`src/cinird_defs.svh`:
```
`ifndef CINIRD_DEFS_SVH
`define CINIRD_DEFS_SVH

// frame geometry in pixels
`define COLS 16
`define ROWS 16

// minimum absolute neighbour difference counted by rd
`define RD_THRESH 16

// 2 ci values x 9 ni values x 9 rd values
`define HIST_BINS 162

// width of one histogram bin count
`define CNT_W 16

// window in to feature out, in cycles
`define ENC_LAT 4

`endif

```
`src/cinird_pkg.sv`:
```
package cinird_pkg;

  // one grayscale sample
  typedef logic [7:0] pixel_t;

  // 3x3 neighbourhood in raster order, centre at index 4
  typedef pixel_t [8:0] window_t;

  // neighbour count, 0 to 8
  typedef logic [3:0] count9_t;

  // ci*81 + ni*9 + rd
  typedef logic [7:0] bin_t;

  typedef enum logic [2:0] {
    HS_CLEAR,
    HS_COLLECT,
    HS_DRAIN,
    HS_READY,
    HS_READ,
    HS_FINISH
  } hist_state_e;

endpackage

```
`src/feature_if.sv`:
```
`timescale 1ns/1ps

// codes of one 3x3 window, one strobe per window
interface feature_if import cinird_pkg::*; ();

  logic    valid;
  logic    last;
  logic    ci;
  count9_t ni;
  count9_t rd;

  modport enc (
    output valid, last, ci, ni, rd
  );

  modport hist (
    input valid, last, ci, ni, rd
  );

endinterface

```
`src/cinird_datapath.sv`:
```
`timescale 1ns/1ps

module cinird_datapath import cinird_pkg::*; (
  input  logic        clk,
  input  logic        rst_n,
  input  logic [7:0]  grayscale_i,
  input  logic        i_valid,
  input  logic        read_en,
  input  logic        start_i,
  output logic [31:0] histogram_o,
  output logic        o_valid,
  output logic        read_finish,
  output logic        finish,
  output logic        start_en
);

  logic    start_q;
  window_t win;
  logic    win_valid;
  logic    win_last;

  feature_if feat_if ();

  // falling edge of start_i, registered as a one-cycle clear
  always_ff @(posedge clk) begin
    if (!rst_n) begin
      start_q  <= 1'b0;
      start_en <= 1'b0;
    end else begin
      start_q  <= start_i;
      start_en <= start_q && !start_i;
    end
  end

  window_3x3 u_window (
    .clk         (clk),
    .rst_n       (rst_n),
    .clear_i     (start_en),
    .pix_i       (grayscale_i),
    .pix_valid_i (i_valid),
    .win_o       (win),
    .win_valid_o (win_valid),
    .win_last_o  (win_last)
  );

  cinird_encoder u_encoder (
    .clk         (clk),
    .rst_n       (rst_n),
    .win_i       (win),
    .win_valid_i (win_valid),
    .win_last_i  (win_last),
    .feat        (feat_if.enc)
  );

  joint_histogram u_hist (
    .clk           (clk),
    .rst_n         (rst_n),
    .clear_i       (start_en),
    .feat          (feat_if.hist),
    .read_en_i     (read_en),
    .count_o       (histogram_o),
    .o_valid_o     (o_valid),
    .read_finish_o (read_finish),
    .finish_o      (finish)
  );

endmodule

```
`src/cinird_encoder.sv`:
```
`timescale 1ns/1ps
`include "cinird_defs.svh"

module cinird_encoder import cinird_pkg::*; (
  input  logic    clk,
  input  logic    rst_n,
  input  window_t win_i,
  input  logic    win_valid_i,
  input  logic    win_last_i,
  feature_if.enc  feat
);

  localparam pixel_t RD_T = pixel_t'(`RD_THRESH);

  function automatic pixel_t min3(pixel_t a, pixel_t b, pixel_t c);
    pixel_t m;
    m = (a < b) ? a : b;
    return (m < c) ? m : c;
  endfunction

  function automatic pixel_t max3(pixel_t a, pixel_t b, pixel_t c);
    pixel_t m;
    m = (a > b) ? a : b;
    return (m > c) ? m : c;
  endfunction

  // max(min(a,b), min(max(a,b),c))
  function automatic pixel_t med3(pixel_t a, pixel_t b, pixel_t c);
    pixel_t lo;
    pixel_t hi;
    lo = (a < b) ? a : b;
    hi = (a < b) ? b : a;
    hi = (hi < c) ? hi : c;
    return (lo > hi) ? lo : hi;
  endfunction

  pixel_t [2:0]        s1_lo;
  pixel_t [2:0]        s1_mi;
  pixel_t [2:0]        s1_hi;
  window_t             s1_win;
  pixel_t              s2_max_lo;
  pixel_t              s2_med_mi;
  pixel_t              s2_min_hi;
  window_t             s2_win;
  pixel_t              s3_med;
  window_t             s3_win;
  count9_t             ni_d;
  count9_t             rd_d;
  logic [`ENC_LAT-1:0] vld_sr;
  logic [`ENC_LAT-1:0] last_sr;

  // stage 1: sort each row of three
  always_ff @(posedge clk) begin
    for (int r = 0; r < 3; r++) begin
      s1_lo[r] <= min3(win_i[3*r], win_i[3*r+1], win_i[3*r+2]);
      s1_mi[r] <= med3(win_i[3*r], win_i[3*r+1], win_i[3*r+2]);
      s1_hi[r] <= max3(win_i[3*r], win_i[3*r+1], win_i[3*r+2]);
    end
    s1_win <= win_i;
  end

  // stage 2: column extremes of the sorted rows
  always_ff @(posedge clk) begin
    s2_max_lo <= max3(s1_lo[0], s1_lo[1], s1_lo[2]);
    s2_med_mi <= med3(s1_mi[0], s1_mi[1], s1_mi[2]);
    s2_min_hi <= min3(s1_hi[0], s1_hi[1], s1_hi[2]);
    s2_win    <= s1_win;
  end

  // stage 3: median of nine
  always_ff @(posedge clk) begin
    s3_med <= med3(s2_max_lo, s2_med_mi, s2_min_hi);
    s3_win <= s2_win;
  end

  // stage 4 compares, centre excluded from both counts
  always_comb begin
    pixel_t diff;
    diff = '0;
    ni_d = '0;
    rd_d = '0;
    for (int i = 0; i < 9; i++) begin
      if (i != 4) begin
        diff = (s3_win[i] > s3_win[4]) ? s3_win[i] - s3_win[4] : s3_win[4] - s3_win[i];
        if (s3_win[i] >= s3_med) begin
          ni_d = ni_d + count9_t'(1);
        end
        if (diff >= RD_T) begin
          rd_d = rd_d + count9_t'(1);
        end
      end
    end
  end

  always_ff @(posedge clk) begin
    feat.ci <= (s3_win[4] >= s3_med);
    feat.ni <= ni_d;
    feat.rd <= rd_d;
  end

  // strobes travel alongside the data stages
  always_ff @(posedge clk) begin
    if (!rst_n) begin
      vld_sr  <= '0;
      last_sr <= '0;
    end else begin
      vld_sr  <= {vld_sr[`ENC_LAT-2:0], win_valid_i};
      last_sr <= {last_sr[`ENC_LAT-2:0], win_valid_i && win_last_i};
    end
  end

  assign feat.valid = vld_sr[`ENC_LAT-1];
  assign feat.last  = last_sr[`ENC_LAT-1];

endmodule

```
`src/joint_histogram.sv`:
```
`timescale 1ns/1ps
`include "cinird_defs.svh"

module joint_histogram import cinird_pkg::*; (
  input  logic        clk,
  input  logic        rst_n,
  input  logic        clear_i,
  feature_if.hist     feat,
  input  logic        read_en_i,
  output logic [31:0] count_o,
  output logic        o_valid_o,
  output logic        read_finish_o,
  output logic        finish_o
);

  localparam bin_t LAST_BIN = bin_t'(`HIST_BINS - 1);
  localparam bin_t END_BIN  = bin_t'(`HIST_BINS);

  logic [`CNT_W-1:0] cnt_mem [`HIST_BINS];
  hist_state_e       state_q;
  bin_t              addr_q;
  bin_t              bin_d;
  logic              rd_fire;

  // increment pipeline
  logic              s1_valid;
  logic              s1_last;
  bin_t              s1_bin;
  logic              s2_valid;
  logic              s2_last;
  bin_t              s2_bin;
  logic [`CNT_W-1:0] s2_cnt;
  logic [`CNT_W-1:0] s2_next;
  logic [`CNT_W-1:0] count_q;

  assign bin_d = (feat.ci ? bin_t'(81) : bin_t'(0))
               + bin_t'(feat.ni) * bin_t'(9)
               + bin_t'(feat.rd);

  assign s2_next = s2_cnt + `CNT_W'(1);

  // a bin is read out in READY or while READ has bins left
  assign rd_fire = read_en_i &&
                   ((state_q == HS_READY) || ((state_q == HS_READ) && (addr_q != END_BIN)));

  always_ff @(posedge clk) begin
    if (!rst_n) begin
      s1_valid <= 1'b0;
      s1_last  <= 1'b0;
      s2_valid <= 1'b0;
      s2_last  <= 1'b0;
    end else if (clear_i) begin
      s1_valid <= 1'b0;
      s1_last  <= 1'b0;
      s2_valid <= 1'b0;
      s2_last  <= 1'b0;
    end else begin
      s1_valid <= feat.valid && (state_q == HS_COLLECT);
      s1_last  <= feat.valid && feat.last;
      s2_valid <= s1_valid;
      s2_last  <= s1_valid && s1_last;
    end
  end

  always_ff @(posedge clk) begin
    s1_bin <= bin_d;
    s2_bin <= s1_bin;
    // bin ahead is still in flight, take its new value
    if (s2_valid && (s2_bin == s1_bin)) begin
      s2_cnt <= s2_next;
    end else begin
      s2_cnt <= cnt_mem[s1_bin];
    end
  end

  // single write port, shared by clear and count
  always_ff @(posedge clk) begin
    if (state_q == HS_CLEAR) begin
      cnt_mem[addr_q] <= '0;
    end else if (s2_valid) begin
      cnt_mem[s2_bin] <= s2_next;
    end
  end

  always_ff @(posedge clk) begin
    if (rd_fire) begin
      count_q <= cnt_mem[addr_q];
    end
  end

  always_ff @(posedge clk) begin
    if (!rst_n) begin
      state_q       <= HS_READY;
      addr_q        <= '0;
      o_valid_o     <= 1'b0;
      read_finish_o <= 1'b0;
      finish_o      <= 1'b0;
    end else if (clear_i) begin
      state_q       <= HS_CLEAR;
      addr_q        <= '0;
      o_valid_o     <= 1'b0;
      read_finish_o <= 1'b0;
      finish_o      <= 1'b0;
    end else begin
      o_valid_o     <= rd_fire;
      read_finish_o <= 1'b0;
      finish_o      <= 1'b0;
      unique case (state_q)
        HS_CLEAR: begin
          if (addr_q == LAST_BIN) begin
            state_q <= HS_COLLECT;
            addr_q  <= '0;
          end else begin
            addr_q <= addr_q + 1'b1;
          end
        end
        HS_COLLECT: begin
          if (feat.valid && feat.last) begin
            state_q <= HS_DRAIN;
          end
        end
        // wait for the last increment to land
        HS_DRAIN: begin
          if (s2_valid && s2_last) begin
            state_q  <= HS_READY;
            finish_o <= 1'b1;
          end
        end
        HS_READY: begin
          if (read_en_i) begin
            state_q <= HS_READ;
            addr_q  <= addr_q + 1'b1;
          end
        end
        HS_READ: begin
          if (read_en_i) begin
            if (addr_q == END_BIN) begin
              state_q       <= HS_FINISH;
              addr_q        <= '0;
              read_finish_o <= 1'b1;
            end else begin
              addr_q <= addr_q + 1'b1;
            end
          end
        end
        HS_FINISH: state_q <= HS_READY;
        default:   state_q <= HS_READY;
      endcase
    end
  end

  assign count_o = {{(32 - `CNT_W){1'b0}}, count_q};

endmodule

```
`src/window_3x3.sv`:
```
`timescale 1ns/1ps
`include "cinird_defs.svh"

module window_3x3 import cinird_pkg::*; (
  input  logic    clk,
  input  logic    rst_n,
  input  logic    clear_i,
  input  pixel_t  pix_i,
  input  logic    pix_valid_i,
  output window_t win_o,
  output logic    win_valid_o,
  output logic    win_last_o
);

  localparam int COL_W = $clog2(`COLS);
  localparam int ROW_W = $clog2(`ROWS);

  logic [COL_W-1:0] col_q;
  logic [ROW_W-1:0] row_q;
  logic             col_end;
  logic             row_end;
  logic             interior;

  // lb1 holds the previous row, lb2 the row before it
  pixel_t  lb1_mem [`COLS];
  pixel_t  lb2_mem [`COLS];
  pixel_t  above1;
  pixel_t  above2;
  window_t win_q;

  assign col_end  = (col_q == COL_W'(`COLS - 1));
  assign row_end  = (row_q == ROW_W'(`ROWS - 1));
  assign interior = (row_q >= ROW_W'(2)) && (col_q >= COL_W'(2));
  assign above1   = lb1_mem[col_q];
  assign above2   = lb2_mem[col_q];

  // raster position of the incoming pixel
  always_ff @(posedge clk) begin
    if (!rst_n) begin
      col_q <= '0;
      row_q <= '0;
    end else if (clear_i) begin
      col_q <= '0;
      row_q <= '0;
    end else if (pix_valid_i) begin
      if (col_end) begin
        col_q <= '0;
        row_q <= row_end ? '0 : row_q + 1'b1;
      end else begin
        col_q <= col_q + 1'b1;
      end
    end
  end

  // line buffers and the sliding 3x3 window
  always_ff @(posedge clk) begin
    if (pix_valid_i) begin
      lb1_mem[col_q] <= pix_i;
      lb2_mem[col_q] <= above1;
      // shift left, new column enters on the right
      win_q[0] <= win_q[1];
      win_q[1] <= win_q[2];
      win_q[2] <= above2;
      win_q[3] <= win_q[4];
      win_q[4] <= win_q[5];
      win_q[5] <= above1;
      win_q[6] <= win_q[7];
      win_q[7] <= win_q[8];
      win_q[8] <= pix_i;
    end
  end

  // window is complete one cycle after an interior pixel
  always_ff @(posedge clk) begin
    if (!rst_n) begin
      win_valid_o <= 1'b0;
      win_last_o  <= 1'b0;
    end else begin
      win_valid_o <= pix_valid_i && interior && !clear_i;
      win_last_o  <= pix_valid_i && interior && row_end && col_end && !clear_i;
    end
  end

  assign win_o = win_q;

endmodule
```
`config.mk`:
```
export PLATFORM = sky130hd
export DESIGN_NAME = cinird_datapath
export DESIGN_NICKNAME = d
export VERILOG_FILES = /design/src/cinird_pkg.sv /design/src/feature_if.sv /design/src/cinird_datapath.sv /design/src/cinird_encoder.sv /design/src/joint_histogram.sv /design/src/window_3x3.sv
export VERILOG_INCLUDE_DIRS = /design/src
export SDC_FILE = /design/constraint.sdc
export NUM_CORES = 2
export LEC_CHECK = 0
export ABC_CLOCK_PERIOD_IN_PS = 7750
export BUFFER_PORTS_ARGS = -buffer_cell sky130_fd_sc_hd__buf_2
export CORE_ASPECT_RATIO = 0.75
export CORE_MARGIN = 2
export CORE_UTILIZATION = 26
export CTS_BUF_LIST = sky130_fd_sc_hd__clkbuf_2
export DETAILED_ROUTE_END_ITERATION = 12
export PLACE_DENSITY_LB_ADDON = 0.1
export RECOVER_POWER = 25
export SLEW_MARGIN = 20
export SYNTH_ARGS = -nofsm -noshare
export SYNTH_HDL_FRONTEND = slang
export SYNTH_HIERARCHICAL = 1
export SYNTH_SLANG_ARGS = --single-unit
```
`constraint.sdc`:
```
create_clock -name clk -period 7.75 [get_ports clk]
set_input_delay 1.1625 -clock clk [delete_from_list [all_inputs] [get_ports clk]]
set_output_delay 1.1625 -clock clk [all_outputs]
set_load 0.03 [all_outputs]
```
Word level (Yosys, flattened, before mapping)
Memory sizes are Yosys's and may differ from the RTL's. A register that Yosys moved wholly into a read port is not among the register bits.
Index checks and enable logic that the tools add are counted.
{"block": "classes", "add_sub_neg": 36, "n_mul": 1, "magnitude_cmp": 55, "n_eq_ne": 22, "muxes": 88, "bitwise": 4, "reduce_logical": 28}
{"op": "8-bit two-way mux", "n": 46}
{"op": "8-bit > comparator", "n": 21}
{"op": "8-bit subtractor", "n": 16}
{"op": "8-bit < comparator", "n": 15}
{"op": "8-bit >= comparator", "n": 9}
{"op": "4-bit two-way mux", "n": 18}
{"op": "8-bit by 5-bit >= comparator with 1-bit output, second input constant", "n": 8}
{"op": "4-bit by 1-bit adder with 4-bit output, second input constant", "n": 14}
{"op": "16-bit two-way mux", "n": 2}
{"op": "8-bit one-hot mux with 3 select lines", "n": 1}
{"op": "3-bit two-way mux", "n": 6}
{"op": "16-bit by 1-bit adder with 16-bit output, second input constant", "n": 1}
{"op": "8-bit == test, second input constant", "n": 2}
{"op": "16-bit OR reduction", "n": 1}
{"op": "1-bit logical AND", "n": 15}
{"op": "3-bit inequality test, second input constant", "n": 5}
{"op": "3-bit one-hot mux with 5 select lines", "n": 1}
{"op": "1-bit two-way mux", "n": 12}
{"op": "6-bit AND reduction", "n": 2}
{"op": "2-bit inequality test, second input constant", "n": 5}
{"op": "8-bit by 1-bit adder with 8-bit output, second input constant", "n": 1}
{"op": "8-bit by 4-bit adder with 8-bit output", "n": 1}
{"op": "8-bit adder", "n": 1}
{"op": "4-bit == test, second input constant", "n": 2}
{"op": "other kinds (22)", "n": 29}
{"block": "word_totals", "register_bits": 463, "mem_bits_rw": 2848, "word_cells": 309, "mem_count": 3}
{"memory": "u_hist.cnt_mem", "depth": 162, "word_bits": 16, "rd": 2, "rd_clocked_by_memory_dff": 2, "write_ports": 1, "line": "joint_histogram.sv:19", "text": "logic [`CNT_W-1:0] cnt_mem [`HIST_BINS];"}
{"memory": "u_window.lb1_mem", "depth": 16, "word_bits": 8, "rd": 1, "rd_clocked_by_memory_dff": 1, "write_ports": 1, "line": "window_3x3.sv:25", "text": "pixel_t lb1_mem [`COLS];"}
{"memory": "u_window.lb2_mem", "depth": 16, "word_bits": 8, "rd": 1, "rd_clocked_by_memory_dff": 1, "write_ports": 1, "line": "window_3x3.sv:26", "text": "pixel_t lb2_mem [`COLS];"}

Depth between registers and ports, before layout
{"block": "depth", "ltp_word": 18, "mapped_depth": 32, "ltp_nobuf": 32}

Modules after synthesis
The synthesis kept the hierarchy.
{"module": "joint_histogram", "n_inst": 1, "cells_per_inst": 6295, "area_each_um2": 123428.4}
{"module": "cinird_encoder", "n_inst": 1, "cells_per_inst": 2268, "area_each_um2": 20982.6}
{"module": "window_3x3", "n_inst": 1, "cells_per_inst": 549, "area_each_um2": 12483.2}
{"module": "cinird_datapath", "n_inst": 1, "cells_per_inst": 4, "area_each_um2": 56.3}

Worst setup path after synthesis
Ideal clock, no wire load.
{"block": "synth_timing", "path_type": "reg-to-reg", "startpoint": "register u_hist.state_q[2]", "endpoint": "memory u_hist/cnt_mem[0][10] (netlist name), data pin", "setup_time_ps": 956, "t_arrival_ps": 5106, "t_required_ps": 6794, "slack_ps": 1689, "stages_incl_launch_ff": 8, "period_less_slack_ps": 6061, "path_cell_list": "dfxtp_1 -> clkbuf_1 -> nor3_1 -> nand2b_1 -> clkbuf_1 -> buf_1 -> buf_1 -> nor2_1"}
{"block": "synth_via", "elab_chain_len": 5}
{"item": "start, declared", "line": "joint_histogram.sv:20", "text": "hist_state_e state_q;"}
{"item": "start signal, assigned", "line": "joint_histogram.sv:93", "text": "state_q <= HS_READY;"}
{"item": "start signal, assigned", "line": "joint_histogram.sv:99", "text": "state_q <= HS_CLEAR;"}
{"item": "start signal, assigned", "line": "joint_histogram.sv:111", "text": "state_q <= HS_COLLECT;"}
{"item": "3-bit logical NOT", "line": "joint_histogram.sv:78", "text": "if (state_q == HS_CLEAR) begin"}
{"item": "1-bit two-way mux", "line": "joint_histogram.sv:78"}
{"item": "1-bit two-way mux (implied by the code)", "line": "joint_histogram.sv:81", "text": "cnt_mem[s2_bin] <= s2_next;"}
{"item": "16-bit OR reduction (no source line)"}
{"item": "16-bit two-way mux (no source line)"}
{"item": "end, declared", "line": "joint_histogram.sv:19"}
Every way passes these cells.

Worst setup path after layout
{"block": "layout_timing", "startpoint": "register u_hist.s1_bin[0]", "endpoint": "register u_hist.s2_cnt[15]"}
{"block": "layout_via", "elab_chain_len": 3}
{"item": "start, declared", "line": "joint_histogram.sv:28", "text": "bin_t s1_bin;"}
{"item": "start signal, assigned", "line": "joint_histogram.sv:66", "text": "s1_bin <= bin_d;"}
{"item": "8-bit == test", "line": "joint_histogram.sv:69", "text": "if (s2_valid && (s2_bin == s1_bin)) begin"}
{"item": "1-bit logical AND", "line": "joint_histogram.sv:69"}
{"item": "16-bit two-way mux", "line": "joint_histogram.sv:69"}
{"item": "end signal, assigned", "line": "joint_histogram.sv:70", "text": "s2_cnt <= s2_next;"}
{"item": "end signal, assigned", "line": "joint_histogram.sv:72", "text": "s2_cnt <= cnt_mem[s1_bin];"}
{"item": "end, declared", "line": "joint_histogram.sv:32", "text": "logic [`CNT_W-1:0] s2_cnt;"}
Every way passes these cells.
A chain may end at the register's enable or synchronous reset.

==> flow_metrics.tcl <==
set metrics [dict create \
    post_cts_buffers 0 \
    crit_path_start_kind "flip-flop" \
    multiInputGateArea_um2 58000 \
    ys_ff_latch 3339 \
    syn2layout_area_growth_pct 12.9 \
    die_x_um 901 \
    fillerInstances 59607 \
    grt_max_degree 131 \
    nets 10332 \
    outcome "finished with violations" \
    powerDensity_nw_per_um2 287 \
    crit_path_top_delay_cell "dfxtp_1" \
    drive_above_1_share 0.333 \
    dp_hpwl_mm 446 \
    hold_depth 0 \
    vias 98395 \
    crit_family "flip-flops" \
    cts.htree.levels 6 \
    relSlewSlack -2.39 \
    grt_pass1_wl_mm 886 \
    synth_most_common_cell "edfxtp_1" \
    synth_top_area_frac 0.562 \
    firstDrtPassIters 7 \
    ys.warnings.count 6 \
    muxShareOfSynthArea 0.227 \
    reg2reg_to "u_hist/s2_cnt[15]" \
    synth_area_leader_cell "edfxtp_1" \
    drcViolationCount 0 \
    cts_hold_buf 30 \
    cap_violations 38 \
    drtIter0Drc 12260 \
    ys_seq_area_frac 0.613 \
    critPathCaptureType "flip-flop" \
    clock.fmax_mhz 143 \
    final_hold_viol_count 0 \
    dpl_worst_slack_ns 1.16 \
    r2r_start "u_hist/s1_bin[0]" \
    clk_pin_slew_ns 0.14 \
    synth_adder_area_share 0.0335 \
    cp.arrival_ns 9.24 \
    grt.total_usage 0.212 \
    dieArea_um2 610000 \
    portBuffers 32 \
    crit_cells 8 \
    gr-total-overflow 0 \
    ant_nets 0 \
    min_path_type "flip-flop to flip-flop" \
    die_y_um 677 \
    worstSetupEndpoint "u_hist/s2_cnt[15]" \
    fin_setup_tns_ns 0 \
    ff2ff_path_depth 8 \
    worst-path-buf-inv 1 \
    core_um2 602000 \
    final_core_util 0.294 \
    ys_top_cells_by_area "edfxtp_1 (56%), mux4_2 (20%), dfxtp_1 (5.1%)" \
    drv_slew 1569 \
    synth.distinct_cells 119 \
    fin_ws_ns 0.771 \
    wl_per_cell_um 35.9 \
    max_stage_delay_ns 2.21 \
    clk_path_buf_depth 4 \
    rows 247 \
    final.period_utilization 0.901 \
    drt_wl_total_mm 668 \
    violations "max-capacitance violations, max-slew violations" \
    synthXorXnorAreaFrac 0.00485 \
    start_util 0.261 \
    place_congestion 0.857 \
    cts-resized-gates 0 \
    path_class "flip-flop to flip-flop" \
    cts_buffers 878 \
    antenna_found_initial 106 \
    cts_root_buf "clkbuf_2" \
    synth_flop_cell "edfxtp_1" \
    syn-instance-count 9116 \
    netlist_area_um2 157000 \
    seqCellArea_um2 96300 \
    ys_async_sr_fraction 0 \
    synth-simple-area-share 0.0433 \
    cp-startpoint "u_hist/s1_bin[0]" \
    cts_sinks 3339 \
    tritoncts "built" \
    required_ns 10.01 \
    leakage_uw 0.0527 \
    worstPathMaxFanout 22 \
    finalSetupViolations 0 \
    skew_ns 0.287 \
    drt-vias-per-instance 5.29 \
    synth_compound_area_frac 0.0525 \
    layout_min_cycle_time_ns 6.98 \
    pin_count 49 \
    ir_worst_vdd_mv 0.304 \
    synth_top_family_by_area "multiplexers" \
    cp_cell_sequence "buf_4 > mux4_2 > mux2i_1 > o22ai_1 > nor3_1 > nand3_1 > a31oi_1 > a21oi_1" \
    r2r_setup_slack_ns 0.77 \
    total_power_uw 50900 \
    syn_avg_cell_area_um2 17.2 \
    rsz0062_at_grt "no" \
    tightest_slew_ns 5.08 \
    synth_edf_count 2936 \
    grt_pass1_vias 98798 \
    synth_commonest_cells "edfxtp_1 (2936), mux4_2 (1395), nand2_1 (436)" \
    clk_latency_ns 2.62 \
]
how the worst min path moves through the flow:
stage | start | to | slack [ns]
finish | u_encoder/s2_win[66] | u_encoder/s3_win[66] | 0.07
global route | u_encoder/s2_win[66] | u_encoder/s3_win[66] | 0.19
CTS | grayscale_i[6] | u_window/lb1_mem[6][6] | 0.04
floorplan | u_encoder/s1_win[0] | u_encoder/s2_win[0] | 0.31
detailed placement | u_encoder/s2_win[35] | u_encoder/s3_win[35] | 0.31
global placement | u_encoder/s1_win[42] | u_encoder/s2_win[42] | 0.31
per-layer routing:
metal  routed length [um]  GRT usage  part of all wire  vias up
li1                     -          -                 -    39675
met1               312000      0.321              0.47    53180
met2               280000      0.303              0.42     4610
met3                58400     0.0515             0.088      910
met4                16800     0.0505             0.025       20
met5                  146          0           0.00022        -
worst register-to-register path: stages, from the launching register on:
cell and delay [ns]:
dfxtp_1 2.21, buf_4 0.64, mux4_2 0.55, mux2i_1 0.74
o22ai_1 0.18, nor3_1 0.92, nand3_1 1.00, a31oi_1 0.47
a21oi_1 0.07
registers in the layout, summed over array words and instances (netlist names), 8 cells and up, named ones only:
name / flops
u_hist/s2_bin: 8
u_encoder/s1_win: 72
u_encoder/s3_win: 72
u_hist/cnt_mem: 2592
u_encoder/s3_med: 8
u_hist/addr_q: 8
u_encoder/s2_min_hi: 8
u_hist/s2_cnt: 16
u_window/lb2_mem: 128
u_encoder/s2_max_lo: 8
u_encoder/s1_mi: 24
u_window/lb1_mem: 128
u_encoder/s2_med_mi: 8
u_encoder/s1_hi: 24
u_encoder/s2_win: 72
u_encoder/s1_lo: 24
u_window/win_o: 72
u_hist/s1_bin: 8
u_hist/count_q: 16
cell usage in the layout (no fill, tap or decap), drive strengths merged, types with 73 or more instances in the layout:
cell	count
mux2i	322
clkbuf	1336
clkinv	214
mux2	85
a22oi	185
a21oi	254
nand3	138
edfxtp	2936
ha	415
o21ai	230
dfxtp	403
nor2	373
nor3	74
inv	298
buf	377
mux4	1398
o22ai	73
nand2	437
per-stage QoR:
| step | area (um^2) | cells | hold slack, ns |
|---|---|---|---|
| after floorplan | 157000 | 9131 | 0.310 |
| after global placement | 169000 | 16948 | 0.310 |
| after detailed placement | 169000 | 16958 | 0.312 |
| after CTS | 177000 | 18542 | 0.0419 |
| after global routing | 177000 | 18565 | 0.193 |
| final | 177000 | 18600 | 0.0687 |
cell type report:
cell class	count	share of cell area
clock buffers	1295	0.0366
clock inverters	259	0.00889
inverters	275	0.00592
multi-input cells	4959	0.327
well taps	7968	0.0563
flip-flops and latches	3339	0.543
repair buffers	448	0.0214
diodes	57	0.000805
power by group:
group	leakage, uW	switching (uW)	internal [uW]
registers	0.0259	888	19900
logic	0.0207	11100	6070
clock network	0.00613	8010	5010
total	0.0527	20000	31000
logic make-up after synthesis:
group,count (synthesis)
multiplexers,1805
buffers and inverters,833
adder cells (fa/ha/maj),418
flip-flops,3339
other,1
AND/OR/NAND/NOR,1422
XOR/XNOR,79
AO/OA/AOI/OAI,1219
No activity file was read; power rests on OpenSTA's default activity.
